--- src/hdl/fp_add_pkg.sv ---
// binary32 add/subtract shared definitions
// field widths, the two-view word type, flag bit positions and the quiet NaN

`default_nettype none

package fp_add_pkg;

    ////////////////////
    // field widths
    localparam int EXPO_WIDTH = 8;
    localparam int FRAC_WIDTH = 23;
    // significand including the hidden bit
    localparam int SIG_WIDTH  = 24;
    // guard, round and sticky
    localparam int GRS_WIDTH  = 3;
    localparam int EXPO_BIAS  = 127;

    ////////////////////
    // word views
    typedef struct packed {
        logic                  sign;
        logic [EXPO_WIDTH-1:0] expo;
        logic [FRAC_WIDTH-1:0] frac;
    } fp32_fields_t;

    // same 32 bits, read either raw or as fields
    typedef union packed {
        logic [31:0]  bits;
        fp32_fields_t f;
    } fp32_word_t;

    // quiet NaN with only the top fraction bit set
    localparam logic [31:0] CANONICAL_NAN = 32'h7fc0_0000;

    ////////////////////
    // flag positions in the 3-bit flags word
    localparam int FLAG_INVALID  = 2;
    localparam int FLAG_OVERFLOW = 1;
    localparam int FLAG_INEXACT  = 0;

endpackage

`default_nettype wire

--- src/hdl/fp_unpack_stage.sv ---
// fp add unpack stage
// classifies both operands, applies the op bit, flushes subnormals,
// orders by magnitude and registers the exponent difference

`timescale 1ns/1ns
`default_nettype none

module fp_unpack_stage
    import fp_add_pkg::*;
#(
    parameter int ID_WIDTH = 4
) (
    input  logic                  clk,
    input  logic                  rst,
    input  logic                  in_valid,
    output logic                  in_ready,
    input  fp32_word_t            in_a,
    input  fp32_word_t            in_b,
    input  logic                  in_sub,
    input  logic [ID_WIDTH-1:0]   in_tag,
    output logic                  u_valid,
    input  logic                  u_ready,
    output logic                  u_big_sign,
    output logic [EXPO_WIDTH-1:0] u_big_expo,
    output logic [SIG_WIDTH-1:0]  u_big_sig,
    output logic [SIG_WIDTH-1:0]  u_small_sig,
    output logic [EXPO_WIDTH-1:0] u_expo_diff,
    output logic                  u_subtract,
    output logic                  u_special,
    output logic [31:0]           u_special_word,
    output logic                  u_invalid,
    output logic [ID_WIDTH-1:0]   u_tag
);

    logic                  a_max, b_max, a_zero, b_zero;
    logic                  a_nan, b_nan, a_snan, b_snan, a_inf, b_inf;
    logic                  b_sign_eff, sub_eff, swap, inf_sign, invalid;
    logic [SIG_WIDTH-1:0]  a_sig, b_sig;
    logic [30:0]           a_mag, b_mag;
    logic [EXPO_WIDTH-1:0] small_expo, small_expo_q;

    ////////////////////
    // classify
    assign a_max  = in_a.f.expo == '1;
    assign b_max  = in_b.f.expo == '1;
    assign a_zero = in_a.f.expo == '0;
    assign b_zero = in_b.f.expo == '0;
    assign a_nan  = a_max & (|in_a.f.frac);
    assign b_nan  = b_max & (|in_b.f.frac);
    // quiet bit clear means signaling
    assign a_snan = a_nan & ~in_a.f.frac[FRAC_WIDTH-1];
    assign b_snan = b_nan & ~in_b.f.frac[FRAC_WIDTH-1];
    assign a_inf  = a_max & ~(|in_a.f.frac);
    assign b_inf  = b_max & ~(|in_b.f.frac);

    assign b_sign_eff = in_b.f.sign ^ in_sub;
    assign sub_eff    = in_a.f.sign ^ b_sign_eff;

    // subnormals read as zero, so the fraction drops out too
    assign a_sig = a_zero ? '0 : {1'b1, in_a.f.frac};
    assign b_sig = b_zero ? '0 : {1'b1, in_b.f.frac};
    assign a_mag = {in_a.f.expo, a_sig[FRAC_WIDTH-1:0]};
    assign b_mag = {in_b.f.expo, b_sig[FRAC_WIDTH-1:0]};
    assign swap  = b_mag > a_mag;

    assign small_expo = swap ? in_a.f.expo : in_b.f.expo;
    assign inf_sign   = a_inf ? in_a.f.sign : b_sign_eff;
    assign invalid    = a_snan | b_snan | (a_inf & b_inf & sub_eff);

    ////////////////////
    // stage register
    assign in_ready = ~u_valid | u_ready;

    always_ff @(posedge clk) begin
        if (rst) begin
            u_valid <= 1'b0;
        end else if (in_ready) begin
            u_valid <= in_valid;
        end
    end

    always_ff @(posedge clk) begin
        if (in_ready && in_valid) begin
            u_big_sign     <= swap ? b_sign_eff : in_a.f.sign;
            u_big_expo     <= swap ? in_b.f.expo : in_a.f.expo;
            u_big_sig      <= swap ? b_sig : a_sig;
            u_small_sig    <= swap ? a_sig : b_sig;
            u_expo_diff    <= (swap ? in_b.f.expo : in_a.f.expo) - small_expo;
            small_expo_q   <= small_expo;
            u_subtract     <= sub_eff;
            u_special      <= a_nan | b_nan | a_inf | b_inf;
            u_invalid      <= invalid;
            // NaN wins over infinity
            u_special_word <= (a_nan | b_nan | invalid) ? CANONICAL_NAN :
                              {inf_sign, {EXPO_WIDTH{1'b1}}, {FRAC_WIDTH{1'b0}}};
            u_tag          <= in_tag;
        end
    end

    big_expo_order: assert property (@(posedge clk) disable iff (rst)
        u_valid |-> u_big_expo >= small_expo_q);

endmodule

`default_nettype wire

--- src/hdl/fp_align_add_stage.sv ---
// fp add align and add stage
// shifts the smaller significand right with guard, round and sticky,
// then adds or subtracts the magnitudes

`timescale 1ns/1ns
`default_nettype none

module fp_align_add_stage
    import fp_add_pkg::*;
#(
    parameter int ID_WIDTH = 4
) (
    input  logic                  clk,
    input  logic                  rst,
    input  logic                  u_valid,
    output logic                  u_ready,
    input  logic                  u_big_sign,
    input  logic [EXPO_WIDTH-1:0] u_big_expo,
    input  logic [SIG_WIDTH-1:0]  u_big_sig,
    input  logic [SIG_WIDTH-1:0]  u_small_sig,
    input  logic [EXPO_WIDTH-1:0] u_expo_diff,
    input  logic                  u_subtract,
    input  logic                  u_special,
    input  logic [31:0]           u_special_word,
    input  logic                  u_invalid,
    input  logic [ID_WIDTH-1:0]   u_tag,
    output logic                  a_valid,
    input  logic                  a_ready,
    output logic                  a_sign,
    output logic [EXPO_WIDTH-1:0] a_expo,
    output logic [SIG_WIDTH:0]    a_sum,
    output logic [GRS_WIDTH-1:0]  a_grs,
    output logic                  a_special,
    output logic [31:0]           a_special_word,
    output logic                  a_invalid,
    output logic [ID_WIDTH-1:0]   a_tag
);

    // beyond this shift the small operand only feeds sticky
    localparam int MAX_SHIFT = SIG_WIDTH + 2;
    localparam int EXT_WIDTH = SIG_WIDTH + MAX_SHIFT;
    localparam int SUM_WIDTH = SIG_WIDTH + GRS_WIDTH + 1;

    logic [4:0]           shamt;
    logic [EXT_WIDTH-1:0] small_ext;
    logic [SIG_WIDTH-1:0] small_aligned;
    logic                 guard, round_bit, sticky;
    logic [SUM_WIDTH-1:0] big_op, small_op, sum;
    logic                 sum_zero;
    logic                 a_sub_q;

    ////////////////////
    // alignment
    assign shamt = (u_expo_diff > EXPO_WIDTH'(MAX_SHIFT)) ? 5'(MAX_SHIFT) : u_expo_diff[4:0];

    assign small_ext     = {u_small_sig, {MAX_SHIFT{1'b0}}} >> shamt;
    assign small_aligned = small_ext[EXT_WIDTH-1 -: SIG_WIDTH];
    assign guard         = small_ext[MAX_SHIFT-1];
    assign round_bit     = small_ext[MAX_SHIFT-2];
    // everything below round collapses into one bit
    assign sticky        = |small_ext[MAX_SHIFT-3:0];

    ////////////////////
    // magnitude add
    assign big_op   = {1'b0, u_big_sig, {GRS_WIDTH{1'b0}}};
    assign small_op = {1'b0, small_aligned, guard, round_bit, sticky};

    // ordering keeps the difference non-negative
    assign sum      = u_subtract ? big_op - small_op : big_op + small_op;
    assign sum_zero = sum == '0;

    ////////////////////
    // stage register
    assign u_ready = ~a_valid | a_ready;

    always_ff @(posedge clk) begin
        if (rst) begin
            a_valid <= 1'b0;
        end else if (u_ready) begin
            a_valid <= u_valid;
        end
    end

    always_ff @(posedge clk) begin
        if (u_ready && u_valid) begin
            // exact cancellation is +0, a plain sum of zeros keeps its sign
            a_sign         <= u_big_sign & ~(u_subtract & sum_zero);
            a_expo         <= u_big_expo;
            a_sum          <= sum[SUM_WIDTH-1:GRS_WIDTH];
            a_grs          <= sum[GRS_WIDTH-1:0];
            a_sub_q        <= u_subtract;
            a_special      <= u_special;
            a_special_word <= u_special_word;
            a_invalid      <= u_invalid;
            a_tag          <= u_tag;
        end
    end

    // a difference of ordered magnitudes never carries out
    no_carry_on_sub: assert property (@(posedge clk) disable iff (rst)
        a_valid |-> !(a_sub_q && a_sum[SIG_WIDTH]));

endmodule

`default_nettype wire

--- src/hdl/fp_normalize_round_stage.sv ---
// fp add normalize, round and pack stage
// leading-zero normalize, round to nearest even, overflow and
// flush-to-zero handling, then packs the result word and flags

`timescale 1ns/1ns
`default_nettype none

module fp_normalize_round_stage
    import fp_add_pkg::*;
#(
    parameter int ID_WIDTH = 4
) (
    input  logic                  clk,
    input  logic                  rst,
    input  logic                  a_valid,
    output logic                  a_ready,
    input  logic                  a_sign,
    input  logic [EXPO_WIDTH-1:0] a_expo,
    input  logic [SIG_WIDTH:0]    a_sum,
    input  logic [GRS_WIDTH-1:0]  a_grs,
    input  logic                  a_special,
    input  logic [31:0]           a_special_word,
    input  logic                  a_invalid,
    input  logic [ID_WIDTH-1:0]   a_tag,
    output logic                  out_valid,
    input  logic                  out_ready,
    output fp32_word_t            out_result,
    output logic [2:0]            out_flags,
    output logic [ID_WIDTH-1:0]   out_tag
);

    localparam int NORM_WIDTH = SIG_WIDTH + GRS_WIDTH;

    logic [NORM_WIDTH-1:0] norm_in, norm_shift;
    logic [4:0]            lzc;
    logic [SIG_WIDTH-1:0]  mant;
    logic                  guard, round_bit, sticky, round_up, inexact;
    logic [SIG_WIDTH:0]    mant_rnd;
    logic signed [9:0]     expo_norm, expo_final;
    logic [FRAC_WIDTH-1:0] frac_final;
    fp32_word_t            result_next;
    logic [2:0]            flags_next;

    assign norm_in = {a_sum[SIG_WIDTH-1:0], a_grs};

    // leading zero count where the highest set bit wins
    always_comb begin
        lzc = 5'(NORM_WIDTH);
        for (int i = 0; i < NORM_WIDTH; i++) begin
            if (norm_in[i]) begin
                lzc = 5'(NORM_WIDTH - 1 - i);
            end
        end
    end

    assign norm_shift = norm_in << lzc;

    ////////////////////
    // normalize
    always_comb begin
        if (a_sum[SIG_WIDTH]) begin
            // carry out shifts one place right and the lost bit joins sticky
            mant      = a_sum[SIG_WIDTH:1];
            guard     = a_sum[0];
            round_bit = a_grs[2];
            sticky    = |a_grs[1:0];
            expo_norm = $signed({2'b00, a_expo}) + 10'sd1;
        end else begin
            mant      = norm_shift[NORM_WIDTH-1 -: SIG_WIDTH];
            guard     = norm_shift[2];
            round_bit = norm_shift[1];
            sticky    = norm_shift[0];
            expo_norm = $signed({2'b00, a_expo}) - $signed({5'b00000, lzc});
        end
    end

    ////////////////////
    // round to nearest with ties to even
    assign round_up   = guard & (round_bit | sticky | mant[0]);
    assign inexact    = guard | round_bit | sticky;
    assign mant_rnd   = {1'b0, mant} + {{SIG_WIDTH{1'b0}}, round_up};
    assign expo_final = expo_norm + $signed({9'b0, mant_rnd[SIG_WIDTH]});
    // a rounding carry leaves the fraction all zero
    assign frac_final = mant_rnd[FRAC_WIDTH-1:0];

    ////////////////////
    // pack
    always_comb begin
        result_next.f.sign = a_sign;
        result_next.f.expo = expo_final[EXPO_WIDTH-1:0];
        result_next.f.frac = frac_final;
        flags_next = 3'b000;
        flags_next[FLAG_INEXACT] = inexact;
        if (a_special) begin
            result_next.bits = a_special_word;
            flags_next = 3'b000;
            flags_next[FLAG_INVALID] = a_invalid;
        end else if (!a_sum[SIG_WIDTH] && norm_in == '0) begin
            // sign already resolved upstream for cancellation
            result_next.f.expo = '0;
            result_next.f.frac = '0;
            flags_next = 3'b000;
        end else if (expo_final >= 10'sd255) begin
            result_next.f.expo = '1;
            result_next.f.frac = '0;
            flags_next[FLAG_OVERFLOW] = 1'b1;
            flags_next[FLAG_INEXACT] = 1'b1;
        end else if (expo_final <= 10'sd0) begin
            // below the smallest normal flush to zero with the big operand sign
            result_next.f.expo = '0;
            result_next.f.frac = '0;
            flags_next[FLAG_INEXACT] = 1'b1;
        end
    end

    ////////////////////
    // output register
    assign a_ready = ~out_valid | out_ready;

    always_ff @(posedge clk) begin
        if (rst) begin
            out_valid <= 1'b0;
        end else if (a_ready) begin
            out_valid <= a_valid;
        end
    end

    always_ff @(posedge clk) begin
        if (a_ready && a_valid) begin
            out_result <= result_next;
            out_flags  <= flags_next;
            out_tag    <= a_tag;
        end
    end

    out_hold: assert property (@(posedge clk) disable iff (rst)
        out_valid && !out_ready |=> out_valid && $stable(out_result)
            && $stable(out_flags) && $stable(out_tag));

endmodule

`default_nettype wire

--- src/hdl/fp_add_unit.sv ---
// binary32 add/subtract unit
// three registered stages joined by valid/ready handshakes

`timescale 1ns/1ns
`default_nettype none

module fp_add_unit
    import fp_add_pkg::*;
#(
    parameter int ID_WIDTH = 4
) (
    input  logic                clk,
    input  logic                rst,
    input  logic                in_valid,
    output logic                in_ready,
    input  fp32_word_t          in_a,
    input  fp32_word_t          in_b,
    input  logic                in_sub,
    input  logic [ID_WIDTH-1:0] in_tag,
    output logic                out_valid,
    input  logic                out_ready,
    output fp32_word_t          out_result,
    output logic [2:0]          out_flags,
    output logic [ID_WIDTH-1:0] out_tag
);

    ////////////////////
    // unpack to align/add
    logic                  u_valid, u_ready, u_big_sign, u_subtract, u_special, u_invalid;
    logic [EXPO_WIDTH-1:0] u_big_expo, u_expo_diff;
    logic [SIG_WIDTH-1:0]  u_big_sig, u_small_sig;
    logic [31:0]           u_special_word;
    logic [ID_WIDTH-1:0]   u_tag;

    // align/add to normalize
    logic                  a_valid, a_ready, a_sign, a_special, a_invalid;
    logic [EXPO_WIDTH-1:0] a_expo;
    logic [SIG_WIDTH:0]    a_sum;
    logic [GRS_WIDTH-1:0]  a_grs;
    logic [31:0]           a_special_word;
    logic [ID_WIDTH-1:0]   a_tag;

    fp_unpack_stage #(.ID_WIDTH(ID_WIDTH)) unpack0 (.*);

    fp_align_add_stage #(.ID_WIDTH(ID_WIDTH)) align_add0 (.*);

    fp_normalize_round_stage #(.ID_WIDTH(ID_WIDTH)) normalize0 (.*);

endmodule

`default_nettype wire

--- config.mk ---
export PLATFORM = sky130hd
export DESIGN_NAME = fp_add_unit
export DESIGN_NICKNAME = d
export VERILOG_FILES = /design/src/hdl/fp_add_pkg.sv /design/src/hdl/fp_unpack_stage.sv /design/src/hdl/fp_align_add_stage.sv /design/src/hdl/fp_normalize_round_stage.sv /design/src/hdl/fp_add_unit.sv
export SDC_FILE = /design/constraint.sdc
export NUM_CORES = 1
export LEC_CHECK = 0
export BUFFER_PORTS_ARGS = -buffer_cell sky130_fd_sc_hd__buf_2
export CAP_MARGIN = 10
export CELL_PAD_IN_SITES_DETAIL_PLACEMENT = 0
export CELL_PAD_IN_SITES_GLOBAL_PLACEMENT = 1
export CORE_UTILIZATION = 43
export CTS_CLUSTER_DIAMETER = 120
export CTS_CLUSTER_SIZE = 10
export DETAILED_ROUTE_END_ITERATION = 6
export GPL_TIMING_DRIVEN = 1
export PLACE_DENSITY_LB_ADDON = 0.12
export SKIP_CTS_REPAIR_TIMING = 1
export SLEW_MARGIN = 20
export SYNTH_ARGS = -nofsm -noshare
export SYNTH_HDL_FRONTEND = slang
export SYNTH_SLANG_ARGS = --single-unit
export TNS_END_PERCENT = 30
--- constraint.sdc ---
create_clock -name clk -period 6.3 [get_ports clk]
set_input_delay 0.315 -clock clk [delete_from_list [all_inputs] [get_ports clk]]
set_output_delay 0.315 -clock clk [all_outputs]
set_load 0.05 [all_outputs]
==> results of run 1 <==
==> worst max path at each step <==
stage	slack (ns)	start	endpoint	cells past startpoint
final	0.14	unpack0.u_expo_diff[7]	align_add0.a_sign	28
after global routing	-0.04	unpack0.u_expo_diff[7]	align_add0.a_sign	28
after CTS	-0.42	unpack0.u_expo_diff[0]	align_add0.a_sign	26
after detailed placement	-0.42	unpack0.u_expo_diff[0]	align_add0.a_sign	26
after global placement	-0.15	unpack0.u_expo_diff[0]	align_add0.a_sign	26
after floorplan	0.30	align_add0.a_grs[1]	normalize0.out_result[12]	29
==> final cells by class <==
class	instances	area share, %
multi-input cells	1550	53.93
flip-flops and latches	161	24.42
repair buffers	376	13.04
well taps	468	2.976
inverters	123	2.436
clock buffers	17	2.162
clock inverters	15	1.030
==> cell families (layout without fill, tap and decap cells) <==
family	Yosys count	after routing	synth area share (%)
AND/OR/NAND/NOR	760	760	23.48
AO/OA/AOI/OAI	582	582	25.35
buffers and inverters	228	531	5.909
multiplexers	73	73	5.596
XOR/XNOR	42	42	2.298
flip-flops	161	161	30.01
adder cells (fa/ha/maj)	93	93	7.362
==> cells in the mapped netlist, drive strengths merged (22+ instances only) <==
library cell    n  area, µm²
nand2         212      800.8
nor2          184      706.9
edfxtp        158       4745
o21ai         135      690.7
inv           122      460.5
a21oi          92      494.2
ha             91       1139
clkbuf         73      274.0
nand3          73      365.4
nor3           55      280.3
a211oi         46      360.4
a21o           41      307.8
mux2i          40      400.4
buf            32      207.7
nand4          32      200.2
nor4           30      193.9
and2           29      181.4
o211ai         29      217.7
nand2b         24      150.1
mux2           22      247.7
or2            22      137.6
xnor2          22      192.7
==> power groups by stage <==
stage / sequential, mW / clock, mW / combinational [mW]
4_1_cts: 1.43 / 1.13 / 2.01
3_5_place_dp: 1.46 / 0 / 2.00
2_1_floorplan: 1.45 / 0 / 1.20
3_3_place_gp: 1.45 / 0 / 2.01
6_report: 1.43 / 1.11 / 2.13
5_1_grt: 1.45 / 1.16 / 2.30
==> layer usage <==
metal / vias up / GRT usage, % / part of all wire (%)
met2: 667 / 44.66 / 43
met5: - / 0 / 0
met4: 0 / 8.195 / 2.3
li1: 7902 / - / -
met1: 7820 / 42.86 / 47
met3: 90 / 5.917 / 8.1
==> sequential cells by signal, indices dropped and copies added, names as in the netlist, 2 cells and up <==
signal / flops
align_add0.a_expo: 8
align_add0.a_grs: 3
align_add0.a_special_word: 2
align_add0.a_sum: 25
align_add0.a_tag: 4
normalize0.out_flags: 3
normalize0.out_result: 32
normalize0.out_tag: 4
unpack0.u_big_expo: 8
unpack0.u_big_sig: 24
unpack0.u_expo_diff: 8
unpack0.u_small_sig: 24
unpack0.u_special_word: 2
unpack0.u_tag: 4
==> worst reg2reg max path, delay by kind of cell, from the launching register on <==
family | cells | cell delay [ns]
compound gates | 11 | 1.91
flops | 1 | 0.46
simple gates | 11 | 2.45
buf+inv | 5 | 0.76
fa+ha+maj | 1 | 0.31
==> metrics by stage <==
step / power, mW / utilization [%]
3_5_place_dp: 3.460 / 50.87
2_1_floorplan: 2.648 / -
6_report: 4.673 / 53.74
3_3_place_gp: 3.462 / 50.87
4_1_cts: 4.575 / 52.59
5_1_grt: 4.911 / 53.74
==> results.ini, run 1 <==
[run_status]
outcome = finished, final reports clean

[worst_setup_path]
r2r_setup_slack_ns = 0.14
slowest_stage = sky130_fd_sc_hd__or4_4
reg2regPathDepth = 28
type_of_origin_of_the_critical_path = flip-flop
worst_path_most_repeated_cell = sky130_fd_sc_hd__buf_4
worst-path-buf-inv = 5
critPathCaptureType = flip-flop
worst_ep_arrival_time_ns = 6.34
worst-setup-path-type = flip-flop to flip-flop
worst_path_dominant_cell_family = simple AND/OR/NAND/NOR gates
cp.required_ns = 6.48
crit_fanout = 6
r2r-start = unpack0.u_expo_diff[7]
critical_path.reg2reg.endpoint = align_add0.a_sign
cp_slowest_stage_delay_ns = 0.55

[cells_and_area]
synthToLayoutAreaGrowth_pct = 22.90
final_common_cell = sky130_fd_sc_hd__buf_4
final_design_area_no_fill_mm2 = 0.01968
register_area_mm2 = 0.004805
finalNonFillerCells = 2710
num-fill-cells = 3508
antennaDiodeCount = 0
fraction_of_layout_cells_with_a_size_suffix_above_1_pct = 24.75
layout.cells.most_common_list = sky130_fd_sc_hd__buf_4, sky130_fd_sc_hd__nand2_1, sky130_fd_sc_hd__nor2_1
final_net_count = 2395
multiInputGateArea_mm2 = 0.01061

[hold_path]
worst_hold_path.num_cells = 1
hold-path-endpoint = unpack0.u_tag[1]
hp-start = in_tag[1]
hp-class = primary input to flip-flop

[pwr]
power.share.switching_pct = 40.51
vdd.ir_drop.worst_mv = 0.2184
clock_power_share_pct = 23.7
power.internal_mw = 2.780
pwr-share-seq_pct = 30.7
comb_power_share_pct = 45.6
power.net_switching_mw = 1.893
leakage_nw = 8.232
cellPowerDensity_mw_per_mm2 = 237.5

[timing]
report.final.setup_viol = 0
timing.setup.tns_ns = 0
tightestPinTransition_ns = 0.9194
rsz_0062_raised_after_global_routing = yes
max-slew-margin-rel_pct = 38.64
timing.final.max_slew_violations = 0
hold-worst-slack_ns = 0.04037
layout_setup_ws_ns = 0.1414
fin_crit_ns = 6.159
fmaxAchievable_ghz = 0.1624
post-route-period-util_pct = 97.76
fin_skew_ns = 0.01586
finalHoldViolCount = 0

[place]
detailedPlacementHpwl_mm = 45.47
place_area_mm2 = 0.01863
globalplace.congestion = 0.9957
portBuffers = 113
number_of_instances_in_the_placed_design = 2668
dp_worst_setup_slack_ns = -0.4196

[detailed_routing]
vias = 16480
via_per_inst = 6.081
first_drt_iteration_drcs = 1429
drc_errors = 0
routed_wl_mm = 56.59
drt-pass1-iter-count = 6
antenna_violating_nets_post_route = 0
routed_wire_length_per_instance_um = 20.88

[logic_synthesis]
postSynth.asyncResetShare_pct = 0
number_of_nets_produced_by_synthesis = 2105
synthDistinctLibCells = 103
synth-main-ff-cell = sky130_fd_sc_hd__edfxtp_1
post_synth_inst_count = 1939
netlist_area_mm2 = 0.01601
ys_seq_elements = 161
synth-edff-count = 158
seq_area_frac_synth_pct = 30.01
avgSynthCellArea_um2 = 8.256
synth-warning-count = 0

[clock_network]
clock_insertion_delay_worst_skew_ns = 0.45
clock-root-buffer = sky130_fd_sc_hd__clkbuf_16
cts_num_sinks = 161
tritoncts.num_buffers = 17
cts_buffer_depth = 2
clkTransAtPathRegs_ns = 0.08
cts.htree.levels = 4
cts_tree = yes

[die]
ports_placed_on_the_boundary = 114
dieHeight_um = 195.0
core-area_mm2 = 0.03661
num_rows = 70
width_of_the_die_um = 195.0
die-area_mm2 = 0.03801
floorplan.initialDensity_pct = 43.73

[global_route]
grt_antenna_before_repair = 0
global_route.usage.total_pct = 29.67
grt_overflow = 0
wire_length_of_the_first_global_routing_pass_mm = 88.18
grt_pass1_vias = 15690
pin_count_of_the_biggest_net_entering_global_routing = 105

[job]
timing.max_cap.violations = 0

Note: power is estimated with default switching activity, not from simulation.
==> run 2: changes to the inputs <==
- PLACE_DENSITY: not set -> 0.9
- PLACE_DENSITY_LB_ADDON: 0.12 -> not set
==> results.ini, run 2 (synthesized netlist as in run 1, its figures left out) <==
[run_status]
outcome = finished, final reports clean

[job]
timing.max_cap.violations = 0

[worst_setup_path]
type_of_origin_of_the_critical_path = flip-flop
crit_path_start = align_add0.a_grs[1]
worst_setup_path_endpoint = normalize0.out_result[20]
cp_slowest_stage_delay_ns = 0.48
crit_fanout = 11
r2r-start = align_add0.a_grs[1]
slowest_stage = sky130_fd_sc_hd__o41a_1
worst_path_most_repeated_cell = sky130_fd_sc_hd__buf_4
worst_ep_arrival_time_ns = 6.30
cp.required_ns = 6.51
r2r_setup_slack_ns = 0.21
critical_path.reg2reg.endpoint = normalize0.out_result[20]
worst-setup-path-type = flip-flop to flip-flop
reg2regPathDepth = 29
critPathCaptureType = flip-flop

[clock_network]
tritoncts.num_buffers = 17
cts.htree.levels = 4
cts_buffer_depth = 2
clock-root-buffer = sky130_fd_sc_hd__clkbuf_16
clock_insertion_delay_worst_skew_ns = 0.46
clkTransAtPathRegs_ns = 0.07
cts_tree = yes
cts_num_sinks = 161

[detailed_routing]
drc_errors = 0
drt-pass1-iter-count = 5
first_drt_iteration_drcs = 1688
via_per_inst = 6.150
vias = 16490
routed_wl_mm = 55.22
antenna_violating_nets_post_route = 0
routed_wire_length_per_instance_um = 20.59

[cells_and_area]
fraction_of_the_core_area_covered_by_cells_at_the_end_of_the_flow_pct = 53.03
layout.cells.most_common_list = sky130_fd_sc_hd__buf_4, sky130_fd_sc_hd__nand2_1, sky130_fd_sc_hd__nor2_1
largest_register_ff_count = 32
num-fill-cells = 3481
final_net_count = 2367
registers.top_by_ff_count = normalize0.out_result
finalNonFillerCells = 2682
register_area_mm2 = 0.004805
largest_registers = normalize0.out_result x32, align_add0.a_sum x25
antennaDiodeCount = 0
multiInputGateArea_mm2 = 0.01058
fraction_of_layout_cells_with_a_size_suffix_above_1_pct = 23.58
final_common_cell = sky130_fd_sc_hd__buf_4
synthToLayoutAreaGrowth_pct = 21.28

[timing]
fin_skew_ns = 0.01753
finalHoldViolCount = 0
tightestPinTransition_ns = 1.070
fin_crit_ns = 6.089
fmaxAchievable_ghz = 0.1642
post-route-period-util_pct = 96.66
timing.setup.tns_ns = 0
timing.final.max_slew_violations = 0
hold-worst-slack_ns = 0.03933
report.final.setup_viol = 0
max-slew-margin-rel_pct = 27.68
rsz_0062_raised_after_global_routing = yes

[pwr]
leakage_nw = 8.085
vdd.ir_drop.worst_mv = 0.2107
cellPowerDensity_mw_per_mm2 = 233.9

[die]
die-area_mm2 = 0.03801
dieHeight_um = 195.0
width_of_the_die_um = 195.0
num_rows = 70
floorplan.initialDensity_pct = 43.73
ports_placed_on_the_boundary = 114
core-area_mm2 = 0.03661

[hold_path]
hp-class = primary input to flip-flop

[global_route]
grt_pass1_vias = 15680
grt_antenna_before_repair = 0
grt_overflow = 0
pin_count_of_the_biggest_net_entering_global_routing = 114
wire_length_of_the_first_global_routing_pass_mm = 86.84
global_route.usage.total_pct = 28.86

[place]
portBuffers = 113
globalplace.congestion = 0.9894
number_of_instances_in_the_placed_design = 2632
detailedPlacementHpwl_mm = 43.99

run 2: worst max-delay path: cells and delay by family, from the launching register on:
| family | cells | cell delay [ns] |
|---|---|---|
| buf+inv | 5 | 0.79 |
| compound gates | 9 | 1.85 |
| xor+xnor | 1 | 0.07 |
| mux | 2 | 0.51 |
| simple gates | 11 | 1.95 |
| flops | 1 | 0.40 |
| fa+ha+maj | 1 | 0.23 |
run 2: worst min-delay path by stage:
stage | to | depth (start not counted) | from | slack, ns
2_1_floorplan | unpack0.u_valid | 1 | rst | 0.38
3_3_place_gp | align_add0.a_expo[3] | 0 | unpack0.u_big_expo[3] | 0.40
3_5_place_dp | align_add0.a_expo[5] | 0 | unpack0.u_big_expo[5] | 0.40
4_1_cts | unpack0.u_tag[3] | 1 | in_tag[3] | 0.02
5_1_grt | unpack0.u_tag[1] | 1 | in_tag[1] | 0.02
6_report | unpack0.u_tag[2] | 1 | in_tag[2] | 0.04
run 2: routing by layer:
| metal | part of all wire, % | vias up | track usage [%] |
|---|---|---|---|
| met4 | 2.7 | 0 | 9.186 |
| met5 | 0 | - | 0 |
| li1 | - | 7848 | - |
| met3 | 7.5 | 99 | 4.217 |
| met2 | 45 | 705 | 46.30 |
| met1 | 45 | 7841 | 39.87 |
run 2: cell type report:
class	count	area share (%)
well taps	468	3.016
clock buffers	17	2.191
clock inverters	15	0.8506
repair buffers	348	12.28
multi-input cells	1550	54.51
flip-flops and latches	161	24.75
inverters	123	2.404
run 2: through the flow:
| step | worst slack [ns] | power (mW) | cell area [µm²] |
|---|---|---|---|
| 6_report | 0.2106 | 4.542 | 19420 |
| 3_5_place_dp | -0.2206 | 3.391 | 18370 |
| 4_1_cts | -0.2456 | 4.429 | 18960 |
| 5_1_grt | -0.04973 | 4.768 | 19420 |
| 2_1_floorplan | 0.2992 | 2.648 | 16010 |
| 3_3_place_gp | -0.1060 | 3.383 | 18370 |
run 2: power breakdown:
| group | switching [mW] | internal [mW] |
|---|---|---|
| Clock | 0.510 | 0.532 |
| Combinational | 1.23 | 0.840 |
| Sequential | 0.106 | 1.32 |
| Total | 1.84 | 2.70 |
